<file path="src/common/pip_types.sv">
package pip_types;

  typedef logic [31:0] word_t;
  typedef logic [4:0]  reg_addr_t;

  // Instruction format
  //   [31:26] opcode  [25:21] rd  [20:16] rs1  [15:0] signed immediate
  //   rs2 sits in [15:11] and shares the immediate bits
  // Branch target is branch pc + 4 + (imm << 2)
  localparam int OPCODE_LSB = 26;
  localparam int OPCODE_W   = 6;
  localparam int RD_LSB     = 21;
  localparam int RS1_LSB    = 16;
  localparam int RS2_LSB    = 11;
  localparam int REG_W      = 5;
  localparam int IMM_LSB    = 0;
  localparam int IMM_W      = 16;

  localparam int IMEM_WORDS = 256;
  localparam int DMEM_WORDS = 256;

  typedef enum logic [OPCODE_W-1:0] {
    OP_NOP  = 6'd0,
    OP_ADD  = 6'd1,
    OP_SUB  = 6'd2,
    OP_AND  = 6'd3,
    OP_OR   = 6'd4,
    OP_XOR  = 6'd5,
    OP_SLT  = 6'd6,   // Signed compare, rd gets 0 or 1
    OP_ADDI = 6'd7,
    OP_LW   = 6'd8,   // rd = mem[rs1 + imm]
    OP_SW   = 6'd9,   // mem[rs1 + imm] = rs2
    OP_BEQ  = 6'd10,
    OP_BNE  = 6'd11,
    OP_HALT = 6'd12
  } opcode_e;

  typedef struct packed {
    opcode_e   op;
    reg_addr_t rd;
    reg_addr_t rs1;
    reg_addr_t rs2;
    word_t     imm;        // Sign extended
    logic      reg_write;
    logic      mem_read;
    logic      mem_write;
    logic      is_branch;
    logic      is_halt;
    logic      uses_rs2;
  } decoded_t;

endpackage

</file>
<file path="src/common/mem_if.sv">
`timescale 1ns/1ps

// One core-to-memory port with a waitrequest handshake
interface mem_if;
  import pip_types::*;

  word_t addr;         // Byte address, word aligned
  logic  rd;
  logic  wr;
  word_t wr_data;
  word_t rd_data;
  logic  waitrequest;  // Command held until this is low

  modport cpu (
    output addr, rd, wr, wr_data,
    input  rd_data, waitrequest
  );

  modport mem (
    input  addr, rd, wr, wr_data,
    output rd_data, waitrequest
  );

endinterface

</file>
<file path="src/pipeline/decoder.sv">
`timescale 1ns/1ps

module decoder (
  input  pip_types::word_t    instr,
  output pip_types::decoded_t dec
);
  import pip_types::*;

  logic [OPCODE_W-1:0] raw_op;

  assign raw_op = instr[OPCODE_LSB +: OPCODE_W];

  always_comb begin
    dec     = '0;  // Nop with no side effects
    dec.rd  = instr[RD_LSB +: REG_W];
    dec.rs1 = instr[RS1_LSB +: REG_W];
    dec.rs2 = instr[RS2_LSB +: REG_W];
    dec.imm = {{(32-IMM_W){instr[IMM_LSB+IMM_W-1]}}, instr[IMM_LSB +: IMM_W]};

    case (raw_op)
      OP_ADD, OP_SUB, OP_AND, OP_OR, OP_XOR, OP_SLT: begin
        dec.op        = opcode_e'(raw_op);
        dec.reg_write = 1'b1;
        dec.uses_rs2  = 1'b1;
      end
      OP_ADDI: begin
        dec.op        = OP_ADDI;
        dec.reg_write = 1'b1;
      end
      OP_LW: begin
        dec.op        = OP_LW;
        dec.reg_write = 1'b1;
        dec.mem_read  = 1'b1;
      end
      OP_SW: begin
        dec.op        = OP_SW;
        dec.mem_write = 1'b1;
        dec.uses_rs2  = 1'b1;     // Store data
      end
      OP_BEQ, OP_BNE: begin
        dec.op        = opcode_e'(raw_op);
        dec.is_branch = 1'b1;
        dec.uses_rs2  = 1'b1;
      end
      OP_HALT: begin
        dec.op      = OP_HALT;
        dec.is_halt = 1'b1;
      end
      default: dec.op = OP_NOP;  // Unknown opcodes included
    endcase

    // r0 is never written
    if (dec.rd == '0)
      dec.reg_write = 1'b0;
  end

endmodule

</file>
<file path="src/pipeline/pipeline.sv">
`timescale 1ns/1ps

module pipeline (
  input  logic                 clock,
  input  logic                 reset,
  mem_if.cpu                   imem,
  mem_if.cpu                   dmem,
  output pip_types::reg_addr_t rf_rd_addr1,
  output pip_types::reg_addr_t rf_rd_addr2,
  input  pip_types::word_t     rf_rd_data1,
  input  pip_types::word_t     rf_rd_data2,
  output logic                 rf_wr_enable,
  output pip_types::reg_addr_t rf_wr_addr,
  output pip_types::word_t     rf_wr_data,
  output logic                 halted
);
  import pip_types::*;

  // Fetch
  word_t    pc_q;
  logic     running_q;     // Fetch enabled
  logic     halted_q;

  // Decode / register read
  logic     d_valid_q;
  word_t    d_instr_q;
  word_t    d_pc_q;
  decoded_t d_dec;

  // Execute
  logic     e_valid_q;
  decoded_t e_dec_q;
  word_t    e_pc_q;
  word_t    e_a_q;
  word_t    e_b_q;
  word_t    fwd_a;
  word_t    fwd_b;
  word_t    alu_res;
  word_t    br_target;
  logic     take_branch;

  // Memory / writeback
  logic     w_valid_q;
  decoded_t w_dec_q;
  word_t    w_alu_q;
  word_t    w_store_q;
  word_t    w_result;
  logic     w_fwd_ok;

  logic     freeze;
  logic     halt_now;

  // Any port still waiting holds every stage register
  assign freeze = (imem.rd & imem.waitrequest) |
                  ((dmem.rd | dmem.wr) & dmem.waitrequest);
  assign halt_now = w_valid_q & w_dec_q.is_halt;

  assign imem.addr    = pc_q;
  assign imem.rd      = running_q;
  assign imem.wr      = 1'b0;       // Instruction port is read only
  assign imem.wr_data = '0;

  always_ff @(posedge clock) begin
    if (reset) begin
      pc_q      <= '0;
      running_q <= 1'b0;
      d_valid_q <= 1'b0;
    end else if (!freeze) begin
      running_q <= ~(halted_q | halt_now);
      d_valid_q <= running_q & ~take_branch & ~halt_now;  // Wrong-path fetch dropped
      if (running_q)
        pc_q <= take_branch ? br_target : pc_q + 32'd4;
    end
  end

  always_ff @(posedge clock) begin
    if (!freeze) begin
      d_instr_q <= imem.rd_data;
      d_pc_q    <= pc_q;
    end
  end

  decoder DEC (
    .instr (d_instr_q),
    .dec   (d_dec)
  );

  assign rf_rd_addr1 = d_dec.rs1;
  assign rf_rd_addr2 = d_dec.rs2;

  // Halt in writeback squashes everything younger
  always_ff @(posedge clock) begin
    if (reset) begin
      e_valid_q <= 1'b0;
      w_valid_q <= 1'b0;
      halted_q  <= 1'b0;
    end else if (!freeze) begin
      e_valid_q <= d_valid_q & ~take_branch & ~halt_now;
      w_valid_q <= e_valid_q & ~halt_now;
      if (halt_now)
        halted_q <= 1'b1;
    end
  end

  always_ff @(posedge clock) begin
    if (!freeze) begin
      e_dec_q   <= d_dec;
      e_pc_q    <= d_pc_q;
      e_a_q     <= rf_rd_data1;
      e_b_q     <= rf_rd_data2;
      w_dec_q   <= e_dec_q;
      w_alu_q   <= alu_res;
      w_store_q <= fwd_b;
    end
  end

  // Forward the writeback result into execute
  assign w_fwd_ok = w_valid_q & w_dec_q.reg_write & (w_dec_q.rd != '0);
  assign fwd_a = (w_fwd_ok && w_dec_q.rd == e_dec_q.rs1) ? w_result : e_a_q;
  assign fwd_b = (w_fwd_ok && e_dec_q.uses_rs2 && w_dec_q.rd == e_dec_q.rs2) ?
                 w_result : e_b_q;

  always_comb begin
    case (e_dec_q.op)
      OP_ADD:                alu_res = fwd_a + fwd_b;
      OP_SUB:                alu_res = fwd_a - fwd_b;
      OP_AND:                alu_res = fwd_a & fwd_b;
      OP_OR:                 alu_res = fwd_a | fwd_b;
      OP_XOR:                alu_res = fwd_a ^ fwd_b;
      OP_SLT:                alu_res = {31'b0, $signed(fwd_a) < $signed(fwd_b)};
      OP_ADDI, OP_LW, OP_SW: alu_res = fwd_a + e_dec_q.imm;  // Also the memory address
      default:               alu_res = '0;
    endcase
  end

  // beq taken on equal, bne on not equal
  assign take_branch = e_valid_q & e_dec_q.is_branch &
                       ((e_dec_q.op == OP_BEQ) == (fwd_a == fwd_b));
  assign br_target = e_pc_q + 32'd4 + {e_dec_q.imm[29:0], 2'b00};

  assign dmem.addr    = w_alu_q;
  assign dmem.rd      = w_valid_q & w_dec_q.mem_read;
  assign dmem.wr      = w_valid_q & w_dec_q.mem_write;
  assign dmem.wr_data = w_store_q;

  assign w_result     = w_dec_q.mem_read ? dmem.rd_data : w_alu_q;
  assign rf_wr_enable = w_valid_q & w_dec_q.reg_write & ~freeze;
  assign rf_wr_addr   = w_dec_q.rd;
  assign rf_wr_data   = w_result;
  assign halted       = halted_q;

  // Fetch must hold its address until ITCM answers
  a_imem_stable: assert property (@(posedge clock) disable iff (reset)
    imem.rd && imem.waitrequest |=> imem.rd && $stable(imem.addr));

  // Once halted, the core stays quiet until reset
  a_halt_quiet: assert property (@(posedge clock) disable iff (reset)
    halted_q |=> halted_q && !rf_wr_enable && !dmem.wr && !imem.rd);

  a_dmem_cmd: assert property (@(posedge clock) disable iff (reset)
    !(dmem.rd && dmem.wr));

endmodule

</file>
<file path="src/flat_wrapper.sv">
// flat-port wrapper written by rule: the top's interface ports become plain ports
module pipeline_flat import pip_types::*;
  (clock, reset, rf_rd_addr1, rf_rd_addr2, rf_rd_data1, rf_rd_data2, rf_wr_enable, rf_wr_addr, rf_wr_data, halted, imem_addr, imem_rd, imem_wr, imem_wr_data, imem_rd_data, imem_waitrequest, dmem_addr, dmem_rd, dmem_wr, dmem_wr_data, dmem_rd_data, dmem_waitrequest);
  mem_if imem_i ();
  mem_if dmem_i ();
  input  logic clock;
  input  logic reset;
  output pip_types::reg_addr_t rf_rd_addr1;
  output pip_types::reg_addr_t rf_rd_addr2;
  input  pip_types::word_t rf_rd_data1;
  input  pip_types::word_t rf_rd_data2;
  output logic rf_wr_enable;
  output pip_types::reg_addr_t rf_wr_addr;
  output pip_types::word_t rf_wr_data;
  output logic halted;
  output wire logic [$bits(imem_i.addr)-1:0] imem_addr;
  output wire logic [$bits(imem_i.rd)-1:0] imem_rd;
  output wire logic [$bits(imem_i.wr)-1:0] imem_wr;
  output wire logic [$bits(imem_i.wr_data)-1:0] imem_wr_data;
  input wire logic [$bits(imem_i.rd_data)-1:0] imem_rd_data;
  input wire logic [$bits(imem_i.waitrequest)-1:0] imem_waitrequest;
  output wire logic [$bits(dmem_i.addr)-1:0] dmem_addr;
  output wire logic [$bits(dmem_i.rd)-1:0] dmem_rd;
  output wire logic [$bits(dmem_i.wr)-1:0] dmem_wr;
  output wire logic [$bits(dmem_i.wr_data)-1:0] dmem_wr_data;
  input wire logic [$bits(dmem_i.rd_data)-1:0] dmem_rd_data;
  input wire logic [$bits(dmem_i.waitrequest)-1:0] dmem_waitrequest;
  assign imem_addr = imem_i.addr;
  assign imem_rd = imem_i.rd;
  assign imem_wr = imem_i.wr;
  assign imem_wr_data = imem_i.wr_data;
  assign imem_i.rd_data = imem_rd_data;
  assign imem_i.waitrequest = imem_waitrequest;
  assign dmem_addr = dmem_i.addr;
  assign dmem_rd = dmem_i.rd;
  assign dmem_wr = dmem_i.wr;
  assign dmem_wr_data = dmem_i.wr_data;
  assign dmem_i.rd_data = dmem_rd_data;
  assign dmem_i.waitrequest = dmem_waitrequest;
  pipeline u_core (.clock(clock), .reset(reset), .imem(imem_i), .dmem(dmem_i), .rf_rd_addr1(rf_rd_addr1), .rf_rd_addr2(rf_rd_addr2), .rf_rd_data1(rf_rd_data1), .rf_rd_data2(rf_rd_data2), .rf_wr_enable(rf_wr_enable), .rf_wr_addr(rf_wr_addr), .rf_wr_data(rf_wr_data), .halted(halted));
endmodule
</file>
<file path="config.mk">
export PLATFORM = sky130hd
export DESIGN_NAME = pipeline_flat
export DESIGN_NICKNAME = d
export VERILOG_FILES = /design/src/common/pip_types.sv /design/src/common/mem_if.sv /design/src/pipeline/decoder.sv /design/src/pipeline/pipeline.sv /design/src/flat_wrapper.sv
export SDC_FILE = /design/constraint.sdc
export NUM_CORES = 1
export LEC_CHECK = 0
export ABC_AREA = 1
export BUFFER_PORTS_ARGS = -buffer_cell sky130_fd_sc_hd__buf_2
export CORE_MARGIN = 4
export CORE_UTILIZATION = 45
export CTS_BUF_LIST = sky130_fd_sc_hd__clkbuf_4
export CTS_CLUSTER_DIAMETER = 200
export CTS_CLUSTER_SIZE = 24
export DETAILED_ROUTE_END_ITERATION = 10
export GPL_TIMING_DRIVEN = 0
export PLACE_DENSITY = 0.63
export SLEW_MARGIN = 20
export SYNTH_ARGS = -nofsm -noshare
export SYNTH_HDL_FRONTEND = slang
export SYNTH_HIERARCHICAL = 1
export SYNTH_SLANG_ARGS = --single-unit
</file>
<file path="constraint.sdc">
create_clock -name clock -period 19.35 [get_ports clock]
set_input_delay 3.87 -clock clock [delete_from_list [all_inputs] [get_ports clock]]
set_output_delay 3.87 -clock clock [all_outputs]
set_load 0.01 [all_outputs]
</file>
### After elaboration in Yosys (flattened, before gate mapping)

Index checks and enable logic that the tools add are counted.

| word-level totals | value |
|---|---|
| input port bits | 132 |
| flip-flop bits (word level) | 313 |

| cells by class | value |
|---|---|
| reduce and logical (&&, ||, !) cells | 12 |
| equal/unequal tests | 26 |
| bitwise logic cells | 25 |
| multiplexer cells | 12 |
| $lt $le $gt $ge | 1 |
| add/sub/neg operators | 6 |

Operator list:

| operator | count |
|---|---|
| 32-bit one-hot mux with 7 select lines | 1 |
| 32-bit 2-to-1 mux | 4 |
| 32-bit adder | 3 |
| 32-bit by 3-bit adder with 32-bit output (second input constant) | 2 |
| 6-bit by 3-bit == test with 1-bit output (second input constant) | 8 |
| 6-bit by 4-bit == test with 1-bit output (second input constant) | 8 |
| 32-bit AND | 1 |
| 32-bit == test | 1 |
| 32-bit less-than comparator | 1 |
| 32-bit bitwise OR | 1 |
| 32-bit subtractor | 1 |
| 32-bit XOR | 1 |
| 6-bit one-hot mux with 5 select lines | 1 |
| 6-bit by 2-bit == test with 1-bit output (second input constant) | 4 |
| 8-bit OR reduction | 2 |
| 1-bit AND | 15 |
| 6-bit by 1-bit == test with 1-bit output (second input constant) | 2 |
| 5-bit == test | 2 |
| 9-bit OR reduction | 1 |
| 1-bit 2-to-1 mux | 6 |
| 5-bit zero test | 1 |
| 5-bit nonzero test | 1 |
| 1-bit inverter | 4 |
| 2-bit AND reduction | 2 |
| 5 further kinds | 9 |

### Longest topological paths before layout

| logic depth | value |
|---|---|
| word-level depth | 11 |
| gate-level depth with buffers | 30 |
| gate-level depth less buffers | 29 |

### Cells and area by module

The synthesis kept the hierarchy.

By module, submodules not included:

| module | area each (µm²) | instances | cells each |
|---|---|---|---|
| pipeline | 20,546.0 | 1 | 2,328 |
| decoder | 616.8 | 1 | 92 |

### Worst setup path after synthesis

OpenSTA, ideal clock, no wires.

| timing path | value |
|---|---|
| path type | input -> register |
| start point | input dmem_waitrequest |
| end point | register u_core.e_valid_q |
| setup time | 0.167 ns |
| stages | 5 |
| required time | 19.183 ns |
| data arrival time | 10.333 ns |
| path buffers | 0 |
| path slack | 8.850 ns |
| cell sequence | o21ai_0 > nand2_1 > inv_1 > o21ai_0 > a21oi_1 |

| on the way | value |
|---|---|
| cells in the longest elaborated chain, start to end | 2 |

RTL lines:

| element | RTL line | RTL |
|---|---|---|
| from (decl) | flat_wrapper.sv:27 | `input wire logic [$bits(dmem_i.waitrequest)-1:0] dmem_waitrequest;` |
| 1-bit AND | pipeline.sv:55 | `((dmem.rd \| dmem.wr) & dmem.waitrequest);` |
| 1-bit bitwise OR | pipeline.sv:54 | `assign freeze = (imem.rd & imem.waitrequest) \|` |
| to (signal assigned) | pipeline.sv:98 | `e_valid_q <= d_valid_q & ~take_branch & ~halt_now;` |
| to (decl) | pipeline.sv:31 | `logic e_valid_q;` |

Every way passes these cells.
A chain may end at the register's enable or synchronous reset.

### Final worst setup path

| timing path | value |
|---|---|
| start point | input dmem_rd_data[31] |
| end point | output rf_wr_data[31] |

| on the way | value |
|---|---|
| cells in the longest elaborated chain, start to end | 1 |

RTL lines:

| element | RTL line | RTL |
|---|---|---|
| from (decl) | flat_wrapper.sv:26 | `input wire logic [$bits(dmem_i.rd_data)-1:0] dmem_rd_data;` |
| 32-bit 2-to-1 mux | pipeline.sv:146 | `assign w_result = w_dec_q.mem_read ? dmem.rd_data : w_alu_q;` |
| to (decl) | flat_wrapper.sv:14 | `output pip_types::word_t rf_wr_data;` |

Every way passes these cells.

==> out/results.tsv <==
metric	value	unit
status	completed	
Seq pwr share	0.470	
Final Slew Violations	0	
max incr delay on CP	290	ps
Critical-path top delay cell	or2_2	
commonest non-fill, non-tap cell in the layout	nand2_1	
internal power	1.23	mW
GP Congestion	0.955	
Crit path required time	15480	ps
Clock Tree Buf Depth	3	
sequential cell area	0.00951	mm^2
Final Hold Viols	0	
post-route ant nets	0	
cell repeated most along the worst path	buf_2	
Yosys warning count	6	
fin crit period	8780	ps
setup bufs post-CTS	0	
proportion of layout cells with a drive suffix above 1	0.173	
# DRC	0	
core area	0.0466	mm^2
worst min path class	flop to flop	
Max Clock Freq	114	MHz
Sw Pwr	791	uW
largest net degree at the start of global routing	82	
number of fill cells	4496	
Critical Path, Cell by Cell	buf_2 -> or2_2 -> o21ai_0 -> inv_1 -> buf_2	
final wirelength	69600	um
Die X	225	um
multi-input logic area	0.00961	mm^2
clk_skew	47.2	ps
worst hold margin	432	ps
Worst EP arrival	4910	ps
Final Setup Violations	0	
worst skew pair latency	820	ps
Critical Path Start Type	input pin	
clk slew on worst S/H paths	230	ps
I/O Pins	313	
Top delay family on crit path	buffers and inverters	
synthesis-stage register bit count	329	
dpl hpwl	56000	um
routed len/inst	20.6	um
fin nets	3071	
Max-Slew Margin vs Limit	0.165	
Seq/Total Area, Yosys	0.449	
first-pass GRT wire length	103000	um
Sink Count	329	
Crit Path Category	input pin to output pin	
DRT iter0 DRCs	1467	
TritonCTS buffer count	17	
Worst VDD drop	64.7	uV
Buffers on Ports	279	
vias in the first global route	17499	
Syn Std Cell Area	0.0212	mm^2
Post-Syn Instances	2420	
CTS tree	done	
setup_tns	0	ps
Tot GR Track Use	0.265	
Pwr Density	85.0	mW/mm^2
Starting Density	0.455	
static leakage	11.3	nW
commonest cells after routing, fill and taps aside	nand2_1 (435), inv_1 (335), edfxtp_1 (292), buf_2 (279), o21ai_0 (214)	
Final Cycle Share	0.454	
die area	0.0506	mm^2
CTS HTree Levels	1	
Synth Area per Inst	8.74	um^2
Synth area leaders	edfxtp_1 (41%), ha_1 (11%), nand2_1 (7.7%)	
cts repair resizes	0	
buffers and inverters on the worst path	3	
Congestion Overflow GR	0	
# rows	79	
vias	17978	
initial antenna violation count	6	
area leader, netlist	edfxtp_1	
Comb power frac	0.390	
clock root cell	clkbuf_4	
vias per inst	5.33	
Sw Ratio	0.392	
Crit. End Element	output pin	
1st-pass router iterations	5	
Post-CTS Hold Buffers	0	
worst-margin pin slew	1250	ps
part of the power in the clock network	0.139	
count of cell types in the netlist	54	
post-synth top area share	0.414	
Crit Path Max Fanout	2	
RSZ-0062 raised after global routing	false	
Max-Cap Viols	0	
die height	225	um
area grow syn2layout	12.3	%
## metrics by stage
step                power (mW)  instance area (um^2)  utilization  cells  setup slack, ps
finish                    2.02                 23800        0.510   3375            10570
floorplan                 1.48                 21300            -   2453             8850
global route              2.15                 23800        0.510   3375            10600
global placement          1.75                 23400        0.504   3339             6190
CTS                       2.03                 23800        0.510   3372            10630
detailed placement        1.74                 23500        0.505   3342            10630
## registers in the layout, summed over array words and instances (netlist names)
register,count
u_core/e_dec_q,59
u_core/dmem.wr_data,32
u_core/w_dec_q,4
u_core/e_valid_q,1
u_core/rf_wr_addr,5
u_core/imem.addr,32
u_core/halted,1
u_core/w_valid_q,1
u_core/e_a_q,32
u_core/d_valid_q,1
u_core/d_pc_q,32
u_core/d_instr_q,32
u_core/dmem.addr,32
u_core/imem.rd,1
u_core/e_b_q,32
u_core/e_pc_q,32
## power by group through the flow
stage | clock network (mW) | logic (mW) | registers [mW]
2_1_floorplan | 0 | 0.505 | 0.975
4_1_cts | 0.297 | 0.782 | 0.950
3_5_place_dp | 0 | 0.777 | 0.968
6_report | 0.282 | 0.788 | 0.950
5_1_grt | 0.320 | 0.873 | 0.961
3_3_place_gp | 0 | 0.768 | 0.987
## per-layer routing
layer  share of wire  vias up  global-route usage
met5         0.00039        -                   0
met4           0.028        4              0.0739
met3           0.055      109              0.0252
met2            0.49      598               0.470
met1            0.42     8507               0.347
li1                -     8760                   -
## synth_stat cells (all sizes together)
master   instances
a22oi            6
o21ai          218
edfxtp         292
a31oi           17
inv            340
nand3b           5
nor3b            2
nand4           32
clkbuf          44
and3             1
a21oi          184
nor2           159
o21a            10
conb             2
a211oi           4
clkinv           4
fa               3
nor4             6
a22o             1
nor3            20
or2             48
a21boi           3
buf             96
o221a            1
o221ai           5
o31ai            3
xor2            47
xnor2           15
o2111ai         17
and2             1
nand2          443
a221oi           8
o22ai            3
o21bai           9
nand2b           1
a21o             9
o211ai           9
dfxtp           37
o211a            1
ha             182
nand3          132
## worst reg2reg max path, delay by kind of cell (launching register included)
kind                     cells  cell delay (ps)
AO/OA/AOI/OAI                6             1870
buffers and inverters        5             1760
AND/OR/NAND/NOR             11             1250
flip-flops                   1              550
adder cells (fa/ha/maj)      1              440
## cell families (layout without fill, tap and decap cells)
family | count (synthesis) | count (layout) | share of synthesized area
DFF | 329 | 329 | 0.449
buffers and inverters | 484 | 796 | 0.103
adders and majority gates | 185 | 185 | 0.110
and+or+nand+nor | 850 | 850 | 0.178
AOI/OAI and AO/OA | 508 | 508 | 0.134
other | 2 | 38 | 0.000355
xor gates and xnor gates | 62 | 62 | 0.0257
## layout make-up
cell class | instances | share of cell area
Antenna cell | 3 | 0.000316
Buffer | 140 | 0.0370
Clock buffer | 28 | 0.00885
Clock inverter | 2 | 0.000527
Inverter | 344 | 0.0547
Multi-Input combinational cell | 1640 | 0.404
Sequential cell | 329 | 0.400
Tap cell | 607 | 0.0320
Timing Repair Buffer | 282 | 0.0622
## worst paths after layout
kind | startpoint | end | slack, ps | cells after the start
min reg2reg | u_core/d_pc_q[6] | u_core/e_pc_q[6] | 430 | 0
max reg2reg | u_core/rf_wr_addr[1] | u_core/dmem.addr[25] | 13270 | 23
max | dmem_rd_data[31] | rf_wr_data[31] | 10570 | 5
min | u_core/d_pc_q[6] | u_core/e_pc_q[6] | 430 | 0
Note: power is estimated with default switching activity, not from simulation.
